--- src/design/dp_reconfig_params.svh ---
// ***********************************************
// DisplayPort rate-change controller
// Shared widths and the APB register map
// ***********************************************

`ifndef DP_RECONFIG_PARAMS_SVH
`define DP_RECONFIG_PARAMS_SVH

// APB slave port
`define DP_APB_ADDR_W		4		// Byte address into the register block
`define DP_APB_DATA_W		32

// Register map, one word each
`define DP_REG_CTRL			4'h0	// mif_type and start
`define DP_REG_RATE			4'h4	// RX and TX link rate
`define DP_REG_STATUS		4'h8	// Read only

// Reconfiguration write port
`define DP_MIF_OFFSET_W		6		// PMA register offset
`define DP_MIF_DATA_W		16		// Value written at that offset
`define DP_MIF_INDEX_W		4		// Word position within one MIF list

`endif

--- src/design/dp_reconfig_pkg.sv ---
// ***********************************************
// DisplayPort rate-change controller
// MIF type and link-rate codes, status word layout
// ***********************************************

`default_nettype none

package dp_reconfig_pkg;

	// Which MIF list to walk
	typedef enum logic [2:0]
	{
		MIF_DUPLEX	= 3'd0,		// RX list then TX list
		MIF_CMU		= 3'd1,		// TX PLL
		MIF_RX		= 3'd2,
		MIF_TX		= 3'd3,
		MIF_ATX		= 3'd4		// No table for it
	} mif_type_e;

	// DP link rates, code 3 is not a rate
	typedef enum logic [1:0]
	{
		RATE_RBR	= 2'd0,		// 1.62 Gbps
		RATE_HBR	= 2'd1,		// 2.7 Gbps
		RATE_HBR2	= 2'd2		// 5.4 Gbps
	} link_rate_e;

	// STATUS register, low 12 bits
	typedef struct packed
	{
		logic [3:0]	word_count;	// Words accepted in the last run
		logic [4:0]	reserved;
		logic		error;		// Last start was refused
		logic		done;		// Last run completed
		logic		busy;		// Run in progress
	} reconfig_status_t;

endpackage

`default_nettype wire

--- src/design/dp_reconfig_ctrl_if.sv ---
// ***********************************************
// DisplayPort rate-change controller
// Control and status between APB regs and sequencer
// ***********************************************

`timescale 1ns/100ps
`default_nettype none

interface dp_reconfig_ctrl_if;
	import dp_reconfig_pkg::*;

	logic				start;			// One cycle, on the APB access cycle
	mif_type_e			mif_type;		// List requested by the host
	link_rate_e			rx_link_rate;
	link_rate_e			tx_link_rate;
	reconfig_status_t	status;			// Sequencer state for readback

	// Register block side
	modport regs (
		output	start,
		output	mif_type,
		output	rx_link_rate,
		output	tx_link_rate,
		input	status
	);

	// Sequencer side
	modport seq (
		input	start,
		input	mif_type,
		input	rx_link_rate,
		input	tx_link_rate,
		output	status
	);

endinterface

`default_nettype wire

--- src/design/dp_mif_mappings.sv ---
// ***********************************************
// DisplayPort MIF word table
// Gives PMA offset, value and last-word flag for
// one word of the RX, TX or CMU list
// Word set differs per family and per link rate
// ***********************************************

`timescale 1ns/100ps
`default_nettype none

`include "dp_reconfig_params.svh"

module dp_mif_mappings #(
	parameter DEVICE_FAMILY = "Stratix V"
)(
	input  wire dp_reconfig_pkg::mif_type_e		mif_type,
	input  wire dp_reconfig_pkg::link_rate_e	rx_link_rate,
	input  wire dp_reconfig_pkg::link_rate_e	tx_link_rate,
	input  wire [`DP_MIF_INDEX_W-1:0]			index,
	output logic [`DP_MIF_OFFSET_W-1:0]			offset,
	output logic [`DP_MIF_DATA_W-1:0]			value,
	output logic								done
);
	import dp_reconfig_pkg::*;

	link_rate_e									rate;	// Rate for the selected list
	logic [`DP_MIF_OFFSET_W+`DP_MIF_DATA_W:0]	row;	// {offset, value, done}

	// Per-rate value of one word
	function automatic logic [`DP_MIF_DATA_W-1:0] pick(
		input link_rate_e					r,
		input logic [`DP_MIF_DATA_W-1:0]	v_rbr,
		input logic [`DP_MIF_DATA_W-1:0]	v_hbr,
		input logic [`DP_MIF_DATA_W-1:0]	v_hbr2
	);
		case (r)
			RATE_RBR:	return v_rbr;
			RATE_HBR:	return v_hbr;
			RATE_HBR2:	return v_hbr2;
			default:	return '0;		// Code 3 maps to nothing
		endcase
	endfunction

	assign rate = (mif_type == MIF_RX) ? rx_link_rate : tx_link_rate;	// CMU runs at TX rate
	assign {offset, value, done} = row;

	// ***********************************************
	// Arria V table, shared by Cyclone V
	// ***********************************************
	if (DEVICE_FAMILY == "Arria V" || DEVICE_FAMILY == "Cyclone V")
	begin : g_arria_v
		always_comb
		begin
			row = '0;		// Unlisted type or index
			case ({mif_type, index})
				{MIF_RX, 4'd0}:		// PMA RX PLL word 1
					row = {6'h0e, pick(rate, 16'h1580, 16'h0d40, 16'h0d00), 1'b0};
				{MIF_RX, 4'd1}:
					row = {6'h0f, 16'h0000, 1'b0};
				{MIF_RX, 4'd2}:
					row = {6'h10, pick(rate, 16'h8450, 16'h8440, 16'h8440), 1'b0};
				{MIF_RX, 4'd3}:
					row = {6'h11, pick(rate, 16'h0001, 16'h0021, 16'h0021), 1'b0};
				{MIF_RX, 4'd4}:		// Last RX word
					row = {6'h12, pick(rate, 16'h1100, 16'h1100, 16'h0100), 1'b1};
				{MIF_TX, 4'd0}:		// TX clock divider
					row = {6'h00, pick(rate, 16'h052c, 16'h056c, 16'h052c), 1'b0};
				{MIF_TX, 4'd1}:		// TX slew, last TX word
					row = {6'h02, pick(rate, 16'h012c, 16'h012c, 16'h03ac), 1'b1};
				{MIF_CMU, 4'd0}:	// PMA TX PLL word 1
					row = {6'h0e, pick(rate, 16'h0e01, 16'h1401, 16'h1401), 1'b0};
				{MIF_CMU, 4'd1}:
					row = {6'h0f, 16'h0000, 1'b0};
				{MIF_CMU, 4'd2}:
					row = {6'h10, pick(rate, 16'h8450, 16'h8440, 16'h8440), 1'b0};
				{MIF_CMU, 4'd3}:
					row = {6'h11, pick(rate, 16'h4001, 16'h4021, 16'h0021), 1'b0};
				{MIF_CMU, 4'd4}:	// Same at every rate, last CMU word
					row = {6'h12, 16'h0100, 1'b1};
				default:
					row = '0;
			endcase
		end
	end
	// ***********************************************
	// Stratix V table, shared by Arria V GZ
	// ***********************************************
	else
	begin : g_stratix_v
		always_comb
		begin
			row = '0;		// Unlisted type or index
			case ({mif_type, index})
				{MIF_RX, 4'd0}:		// PMA RX PLL word 1
					row = {6'h0c, pick(rate, 16'h5600, 16'h5600, 16'h5500), 1'b0};
				{MIF_RX, 4'd1}:
					row = {6'h0d, 16'h0000, 1'b0};
				{MIF_RX, 4'd2}:
					row = {6'h0e, 16'h0d60, 1'b0};
				{MIF_RX, 4'd3}:
					row = {6'h0f, 16'h0006, 1'b0};
				{MIF_RX, 4'd4}:
					row = {6'h10, 16'h4000, 1'b0};
				{MIF_RX, 4'd5}:		// Eye monitor, last RX word
					row = {6'h16, pick(rate, 16'h0296, 16'h0496, 16'h0496), 1'b1};
				{MIF_TX, 4'd0}:		// TX clock divider
					row = {6'h00, pick(rate, 16'h2838, 16'h2a38, 16'h2838), 1'b0};
				{MIF_TX, 4'd1}:		// TX slew
					row = {6'h02, pick(rate, 16'h8094, 16'h8094, 16'h80d4), 1'b0};
				{MIF_TX, 4'd2}:		// TX common mode, last TX word
					row = {6'h04, pick(rate, 16'h06c0, 16'h03c0, 16'h03c0), 1'b1};
				{MIF_CMU, 4'd0}:	// PMA TX PLL word 1
					row = {6'h0c, pick(rate, 16'h3801, 16'h5401, 16'h5401), 1'b0};
				{MIF_CMU, 4'd1}:
					row = {6'h0d, 16'h0000, 1'b0};
				{MIF_CMU, 4'd2}:
					row = {6'h0e, 16'h0d60, 1'b0};
				{MIF_CMU, 4'd3}:
					row = {6'h0f, 16'h8006, 1'b0};
				{MIF_CMU, 4'd4}:	// Last CMU word
					row = {6'h10, 16'h4000, 1'b1};
				default:
					row = '0;
			endcase
		end
	end

endmodule

`default_nettype wire

--- src/design/dp_reconfig_apb_regs.sv ---
// ***********************************************
// DisplayPort rate-change controller APB slave
// Holds mif_type and link rates, issues start
// and reads back sequencer status
// Zero wait states, no pready
// ***********************************************

`timescale 1ns/100ps
`default_nettype none

`include "dp_reconfig_params.svh"

module dp_reconfig_apb_regs (
	input  wire							clk,
	input  wire							reset,
	input  wire							psel,
	input  wire							penable,
	input  wire							pwrite,
	input  wire [`DP_APB_ADDR_W-1:0]	paddr,
	input  wire [`DP_APB_DATA_W-1:0]	pwdata,
	output logic [`DP_APB_DATA_W-1:0]	prdata,
	output logic						pslverr,
	dp_reconfig_ctrl_if.regs			ctrl
);
	import dp_reconfig_pkg::*;

	localparam int START_BIT = 3;		// CTRL start, self clearing

	logic		access;			// APB access cycle
	logic		sel_ctrl;
	logic		sel_rate;
	logic		sel_status;
	logic		wr_ok;			// Write that takes effect
	logic		wr_start;
	mif_type_e	wr_type;		// mif_type field of pwdata
	mif_type_e	mif_type_q;
	link_rate_e	rx_rate_q;
	link_rate_e	tx_rate_q;

	assign access     = psel & penable;
	assign sel_ctrl   = (paddr == `DP_REG_CTRL);
	assign sel_rate   = (paddr == `DP_REG_RATE);
	assign sel_status = (paddr == `DP_REG_STATUS);
	assign wr_type    = mif_type_e'(pwdata[2:0]);

	// ***********************************************
	// Error response
	// ***********************************************
	always_comb
	begin
		pslverr = 1'b0;
		if (access)
		begin
			if (!(sel_ctrl | sel_rate | sel_status))
				pslverr = 1'b1;			// Hole in the map
			else if (pwrite & sel_status)
				pslverr = 1'b1;			// STATUS is read only
			else if (pwrite & sel_ctrl & pwdata[START_BIT] & ctrl.status.busy)
				pslverr = 1'b1;			// Restart during a run
		end
	end

	assign wr_ok    = access & pwrite & ~pslverr;
	assign wr_start = wr_ok & sel_ctrl & pwdata[START_BIT];

	// ***********************************************
	// Registers
	// ***********************************************
	always_ff @(posedge clk)
	begin
		if (reset)
		begin
			mif_type_q <= MIF_DUPLEX;
			rx_rate_q  <= RATE_RBR;
			tx_rate_q  <= RATE_RBR;
		end
		else if (wr_ok)
		begin
			if (sel_ctrl)
				mif_type_q <= wr_type;
			if (sel_rate)
			begin
				rx_rate_q <= link_rate_e'(pwdata[1:0]);
				tx_rate_q <= link_rate_e'(pwdata[5:4]);
			end
		end
	end

	// Sequencer samples type together with start
	assign ctrl.start        = wr_start;
	assign ctrl.mif_type     = wr_start ? wr_type : mif_type_q;
	assign ctrl.rx_link_rate = rx_rate_q;
	assign ctrl.tx_link_rate = tx_rate_q;

	// Read mux, valid in the access cycle
	always_comb
	begin
		case (paddr)
			`DP_REG_CTRL:
				prdata = {{(`DP_APB_DATA_W-3){1'b0}}, mif_type_q};		// Start reads 0
			`DP_REG_RATE:
				prdata = {{(`DP_APB_DATA_W-6){1'b0}}, tx_rate_q, 2'b00, rx_rate_q};
			`DP_REG_STATUS:
				prdata = {{(`DP_APB_DATA_W-$bits(reconfig_status_t)){1'b0}}, ctrl.status};
			default:
				prdata = '0;
		endcase
	end

endmodule

`default_nettype wire

--- src/design/dp_reconfig_seq.sv ---
// ***********************************************
// DisplayPort reconfiguration sequencer
// Checks a start, then walks one MIF list (two
// for DUPLEX) and writes each word on the
// reconfiguration port with wait-request
// ***********************************************

`timescale 1ns/100ps
`default_nettype none

`include "dp_reconfig_params.svh"

module dp_reconfig_seq (
	input  wire							clk,
	input  wire							reset,
	input  wire							mif_waitrequest,
	input  wire [`DP_MIF_OFFSET_W-1:0]	map_offset,
	input  wire [`DP_MIF_DATA_W-1:0]	map_value,
	input  wire							map_done,
	output dp_reconfig_pkg::mif_type_e	mif_type_sel,
	output logic [`DP_MIF_INDEX_W-1:0]	index,
	output logic [`DP_MIF_OFFSET_W-1:0]	mif_address,
	output logic [`DP_MIF_DATA_W-1:0]	mif_writedata,
	output logic						mif_write,
	dp_reconfig_ctrl_if.seq				ctrl
);
	import dp_reconfig_pkg::*;

	typedef enum logic [1:0]
	{
		IDLE,
		RUN_FIRST,		// RX list of DUPLEX, or the only list
		RUN_SECOND		// TX list of DUPLEX
	} state_e;

	state_e		state;
	mif_type_e	run_type;		// Type latched at start
	logic [3:0]	word_count;
	logic		done_q;
	logic		error_q;
	logic		busy;
	logic		accept;			// Word taken by the port
	logic		need_rx;
	logic		need_tx;
	logic		start_bad;

	assign busy   = (state != IDLE);
	assign accept = mif_write & ~mif_waitrequest;

	// Start validity, from the values seen with start
	assign need_rx = (ctrl.mif_type == MIF_RX) | (ctrl.mif_type == MIF_DUPLEX);
	assign need_tx = (ctrl.mif_type == MIF_TX) | (ctrl.mif_type == MIF_CMU)
		| (ctrl.mif_type == MIF_DUPLEX);
	assign start_bad = (ctrl.mif_type >= MIF_ATX)			// ATX and undefined codes
		| (need_rx & (ctrl.rx_link_rate > RATE_HBR2))		// Rate code 3
		| (need_tx & (ctrl.tx_link_rate > RATE_HBR2));

	// List fed to the table
	always_comb
	begin
		if (state == RUN_SECOND)
			mif_type_sel = MIF_TX;
		else if (run_type == MIF_DUPLEX)
			mif_type_sel = MIF_RX;		// DUPLEX opens with RX
		else
			mif_type_sel = run_type;
	end

	// ***********************************************
	// Run control
	// ***********************************************
	always_ff @(posedge clk)
	begin
		if (reset)
		begin
			state      <= IDLE;
			run_type   <= MIF_DUPLEX;
			index      <= '0;
			word_count <= '0;
			done_q     <= 1'b0;
			error_q    <= 1'b0;
		end
		else if (ctrl.start)
		begin
			index      <= '0;
			word_count <= '0;
			done_q     <= 1'b0;
			error_q    <= start_bad;		// Bad start never leaves IDLE
			if (!start_bad)
			begin
				state    <= RUN_FIRST;
				run_type <= ctrl.mif_type;
			end
		end
		else if (accept)
		begin
			word_count <= word_count + 1'b1;
			if (!map_done)
				index <= index + 1'b1;		// Next word of this list
			else if ((state == RUN_FIRST) && (run_type == MIF_DUPLEX))
			begin
				state <= RUN_SECOND;		// TX word 0 next cycle
				index <= '0;
			end
			else
			begin
				state  <= IDLE;
				done_q <= 1'b1;
			end
		end
	end

	// Table word goes out while busy and holds under wait-request
	assign mif_write     = busy;
	assign mif_address   = map_offset;
	assign mif_writedata = map_value;

	assign ctrl.status = '{
		word_count: word_count,
		reserved:   '0,
		error:      error_q,
		done:       done_q,
		busy:       busy
	};

endmodule

`default_nettype wire

--- src/design/dp_reconfig_top.sv ---
// ***********************************************
// DisplayPort transceiver rate-change controller
// APB register block, sequencer and MIF table
// for one channel
// ***********************************************

`timescale 1ns/100ps
`default_nettype none

`include "dp_reconfig_params.svh"

module dp_reconfig_top #(
	parameter DEVICE_FAMILY = "Stratix V"
)(
	input  wire							clk,
	input  wire							reset,
	// APB slave
	input  wire							psel,
	input  wire							penable,
	input  wire							pwrite,
	input  wire [`DP_APB_ADDR_W-1:0]	paddr,
	input  wire [`DP_APB_DATA_W-1:0]	pwdata,
	output logic [`DP_APB_DATA_W-1:0]	prdata,
	output logic						pslverr,
	// Reconfiguration write port
	output logic [`DP_MIF_OFFSET_W-1:0]	mif_address,
	output logic [`DP_MIF_DATA_W-1:0]	mif_writedata,
	output logic						mif_write,
	input  wire							mif_waitrequest
);
	import dp_reconfig_pkg::*;

	dp_reconfig_ctrl_if ctrl_bus ();

	mif_type_e					mif_type_sel;	// List being walked
	logic [`DP_MIF_INDEX_W-1:0]	index;
	logic [`DP_MIF_OFFSET_W-1:0]	map_offset;
	logic [`DP_MIF_DATA_W-1:0]	map_value;
	logic						map_done;		// Last word of the list

	dp_reconfig_apb_regs u_regs (
		.clk		(clk),
		.reset		(reset),
		.psel		(psel),
		.penable	(penable),
		.pwrite		(pwrite),
		.paddr		(paddr),
		.pwdata		(pwdata),
		.prdata		(prdata),
		.pslverr	(pslverr),
		.ctrl		(ctrl_bus.regs)
	);

	dp_reconfig_seq u_seq (
		.clk				(clk),
		.reset				(reset),
		.mif_waitrequest	(mif_waitrequest),
		.map_offset			(map_offset),
		.map_value			(map_value),
		.map_done			(map_done),
		.mif_type_sel		(mif_type_sel),
		.index				(index),
		.mif_address		(mif_address),
		.mif_writedata		(mif_writedata),
		.mif_write			(mif_write),
		.ctrl				(ctrl_bus.seq)
	);

	// Rates come straight from the RATE register
	dp_mif_mappings #(
		.DEVICE_FAMILY	(DEVICE_FAMILY)
	) u_map (
		.mif_type		(mif_type_sel),
		.rx_link_rate	(ctrl_bus.rx_link_rate),
		.tx_link_rate	(ctrl_bus.tx_link_rate),
		.index			(index),
		.offset			(map_offset),
		.value			(map_value),
		.done			(map_done)
	);

endmodule

`default_nettype wire

--- config.mk ---
export PLATFORM = sky130hd
export DESIGN_NAME = dp_reconfig_top
export DESIGN_NICKNAME = d
export VERILOG_FILES = /design/src/design/dp_reconfig_pkg.sv /design/src/design/dp_reconfig_ctrl_if.sv /design/src/design/dp_mif_mappings.sv /design/src/design/dp_reconfig_apb_regs.sv /design/src/design/dp_reconfig_seq.sv /design/src/design/dp_reconfig_top.sv
export VERILOG_INCLUDE_DIRS = /design/src /design/src/design
export SDC_FILE = /design/constraint.sdc
export NUM_CORES = 1
export LEC_CHECK = 0
export ABC_AREA = 1
export BUFFER_PORTS_ARGS = -buffer_cell sky130_fd_sc_hd__buf_4
export CORE_ASPECT_RATIO = 1.25
export CORE_MARGIN = 2
export CORE_UTILIZATION = 50
export DETAILED_ROUTE_END_ITERATION = 10
export PLACE_DENSITY = 0.83
export SLEW_MARGIN = 10
export SYNTH_ARGS = -nofsm -noshare
export SYNTH_HDL_FRONTEND = slang
export SYNTH_HIERARCHICAL = 1
export SYNTH_SLANG_ARGS = --single-unit
--- constraint.sdc ---
create_clock -name clk -period 5.6 [get_ports clk]
set_clock_uncertainty 0.15 [all_clocks]
set_input_delay 0.56 -clock clk [delete_from_list [all_inputs] [get_ports clk]]
set_output_delay 0.56 -clock clk [all_outputs]
set_load 0.01 [all_outputs]
==> out/results.ini <==
[setup_path]
cp_max_fo = 7
criticalPathCategory = reg -> out
r2r_start = u_seq/state[1]$_SDFFE_PP0P_
critPathSlowestCell = dfxtp_1
cp.arrival_ns = 2.63
crit_path_end_kind = primary output
reg2reg_depth = 14
path_common_cell = inv_1
r2r-end = u_seq/run_type[1]$_SDFFE_PP0P_
path_cells = inv_1, a21oi_1, inv_1, nand2_2, nor2_4, or2_1, o21ai_2, inv_1, ha_1, inv_1, nand3_1, nand2_1, nor2_1, nand2_1, buf_4
slowest_delay_ns = 0.37
crit_required_ns = 4.89
crit_path_start_kind = flop
ff2ff_setup_slack_ns = 3.31

[die]
rows = 27
die_y_um = 80.8
io_pins = 98
start_util_pct = 52.9
die_area_um2 = 5290
die_w_um = 65.4
coreArea_um2 = 4460

[clocking]
htreeDepth = 1
clk_latency_ns = 0.27
postCtsHoldBufs = 0
cts-root-buf = clkbuf_8
cts_buffer_depth = 2
clk_pin_slew_ns = 0.08
clock-sinks = 22
post_cts_buffers = 0
numCtsBuffers = 3
cts_tree = yes
cts-resized-gates = 0

[logic_synthesis]
synth_compound_area_share_pct = 7.48
synth-edff-count = 0
yosysUniqueCellTypes = 36
synthFlopType = dfxtp_1
yosysWarningCount = 6
synthArstFlopShare_pct = 0
synth_area_um2 = 2360
synth_top_family_by_area = simple AND/OR/NAND/NOR gates
synth_xor_area_share_pct = 0
synth.area.top_cells = dfxtp_1 19%, buf_4 16%, nand2_1 14%
syn-instance-count = 377
synthSimpleGateAreaFrac_pct = 42.9
synth_top_area_share_pct = 18.7
synth-adder-area-share_pct = 3.71
synth-seq-cells = 22
synth_seq_area_share_pct = 18.7
syn_avg_cell_area_um2 = 6.26
synth_largest_area_cell = dfxtp_1
synthMuxAreaShare_pct = 0

[power_and_ir_drop]
internal-power_w = 0.000264
power.density_nw_per_um2 = 134
p_leak_nw = 1.36
p_comb_share_pct = 10.5
power_frac_seq_pct = 45.9
sw_frac_of_total_pct = 22.7
peakVddDrop_uv = 109
p_sw_w = 0.0000775
clockPowerShare_pct = 43.5

[final_layout]
fin_nets = 449
fill_cells = 480
diodes = 0
drive_above_1_share_pct = 24.3
final_cells = 457
fin_area_um2 = 2550
synthToLayoutAreaGrowth_pct = 8.01

[global_routing]
antenna_found_initial = 0
grt_usage_pct = 18.6
grt_max_degree = 16
overflow = 0
grt_pass1_vias = 2007
grt_pass1_wl_um = 8120

[sta]
final.setup.tns_ns = 0
rsz0062_at_grt = no
max_freq_mhz = 299
period_share_pct = 59.7
hold_viol = 0
min_period_ns = 3.34
setup_violations = 0
slew_violations = 0

[placement]
dpl.cell_count = 453
dp_hpwl_um = 3880
placed_area_um2 = 2480
port-buffer-count = 47
place_congestion = 0.855

[job]
drv_cap = 0

[routing]
ant_nets = 0
dr.pass1.iters = 4
wl_per_cell_um = 10.1
drt-initial-drc-count = 133
wl_um = 4640
viasPerCell = 4.69
drc_errors = 0
vias = 2144

[hold_path]
min_path_type = in -> reg
min_to = u_seq/state[0]$_SDFFE_PP0P_
hold_depth = 2
hp-start = reset

[run_status]
status = finished, final reports clean

power by group through the flow:
stage / logic (W) / clock network, W / registers [W]
after floorplan: 0.0000353 / 0 / 0.000161
after global placement: 0.0000350 / 0 / 0.000161
after detailed placement: 0.0000357 / 0 / 0.000161
after CTS: 0.0000358 / 0.000151 / 0.000157
after global routing: 0.0000403 / 0.000157 / 0.000157
final: 0.0000359 / 0.000149 / 0.000157
cell families after synthesis:
logic type | Yosys count
AND/OR/NAND/NOR | 202
buffers and inverters | 114
flip-flops | 22
other | 3
adder cells (fa/ha/maj) | 7
AO/OA/AOI/OAI | 29
placed cells by master (no fill, tap or decap), types with 2 or more instances in the layout:
| cell | Yosys | routed |
|---|---|---|
| o221ai_1 | 2 | 2 |
| nand4_1 | 5 | 5 |
| nor3_4 | 2 | 2 |
| conb_1 | 3 | 26 |
| a21oi_2 | 2 | 2 |
| dfxtp_1 | 22 | 22 |
| nand3_1 | 26 | 26 |
| nand2_2 | 7 | 7 |
| nor2_1 | 44 | 44 |
| o211ai_1 | 3 | 3 |
| o21ai_0 | 9 | 9 |
| nand3_2 | 7 | 7 |
| inv_2 | 6 | 6 |
| nand2_1 | 87 | 87 |
| nand4_4 | 2 | 2 |
| nor2_4 | 4 | 4 |
| a21oi_1 | 9 | 9 |
| nor2_2 | 8 | 8 |
| buf_4 | 51 | 47 |
| inv_1 | 54 | 54 |
| clkbuf_8 | 0 | 3 |
| ha_1 | 7 | 7 |
| and3_1 | 2 | 2 |
| o21ai_2 | 2 | 2 |
stage by stage:
| step | utilization [%] | total power (W) | hold slack [ns] | worst slack [ns] |
|---|---|---|---|---|
| after floorplan | - | 0.000196 | 0.288 | 2.82 |
| after global placement | 55.5 | 0.000196 | 0.307 | 2.62 |
| after detailed placement | 55.5 | 0.000196 | 0.327 | 2.58 |
| after CTS | 57.1 | 0.000343 | 0.316 | 2.27 |
| after global routing | 57.1 | 0.000354 | 0.327 | 2.00 |
| final | 57.1 | 0.000342 | 0.316 | 2.26 |
sequential cells by signal, indices dropped and copies added, names as in the netlist:
signal	cells
u_seq/index	4
u_seq/word_count	4
u_regs/mif_type_q	3
u_seq/run_type	3
u_regs/ctrl.rx_link_rate	2
u_regs/ctrl.tx_link_rate	2
u_seq/state	2
u_seq/done_q	1
u_seq/error_q	1
Yosys cell counts (2+ instances only):
master     n
nand2_1   87
inv_1     54
buf_4     51
nor2_1    44
nand3_1   26
dfxtp_1   22
a21oi_1    9
o21ai_0    9
nor2_2     8
ha_1       7
nand2_2    7
nand3_2    7
inv_2      6
nand4_1    5
nor2_4     4
conb_1     3
o211ai_1   3
a21oi_2    2
and3_1     2
nand4_4    2
nor3_4     2
o21ai_2    2
o221ai_1   2
worst max path at each step:
stage / startpoint / to / slack (ns) / depth (start not counted)
after floorplan: u_seq/state[0]$_SDFFE_PP0P_ / mif_writedata[10] / 2.82 / 15
after global placement: u_seq/state[0]$_SDFFE_PP0P_ / mif_writedata[10] / 2.62 / 15
after detailed placement: u_seq/state[0]$_SDFFE_PP0P_ / mif_writedata[10] / 2.58 / 15
after CTS: u_seq/state[0]$_SDFFE_PP0P_ / mif_writedata[10] / 2.27 / 15
after global routing: u_seq/state[0]$_SDFFE_PP0P_ / mif_writedata[10] / 2.00 / 15
final: u_seq/state[0]$_SDFFE_PP0P_ / mif_writedata[10] / 2.26 / 15
metal layers:
metal	up-vias	GRT usage [%]	part of all wire, %
li1	1135	-	-
met1	934	20.7	41
met2	67	35.3	52
met3	8	2.63	5.4
met4	0	7.29	1.4
met5	-	0	0
worst max-delay path: cells and delay by family, from the launching register on:
family / cells / cell delay, ns
AOI/OAI and AO/OA: 2 / 0.41
DFF: 1 / 0.37
adders and majority gates: 1 / 0.23
buffers and inverters: 5 / 0.61
and+or+nand+nor: 7 / 0.73
layout make-up:
class | instances | area (µm²) | area share, %
Clock buffer | 3 | 41.3 | 1.62
Multi-Input combinational cell | 264 | 1370 | 53.9
Tap cell | 58 | 72.6 | 2.85
Sequential cell | 22 | 440 | 17.3
Timing Repair Buffer | 47 | 353 | 13.9
Inverter | 62 | 236 | 9.28
Clock inverter | 1 | 30.0 | 1.18
Power figures use the tool's default switching activity.
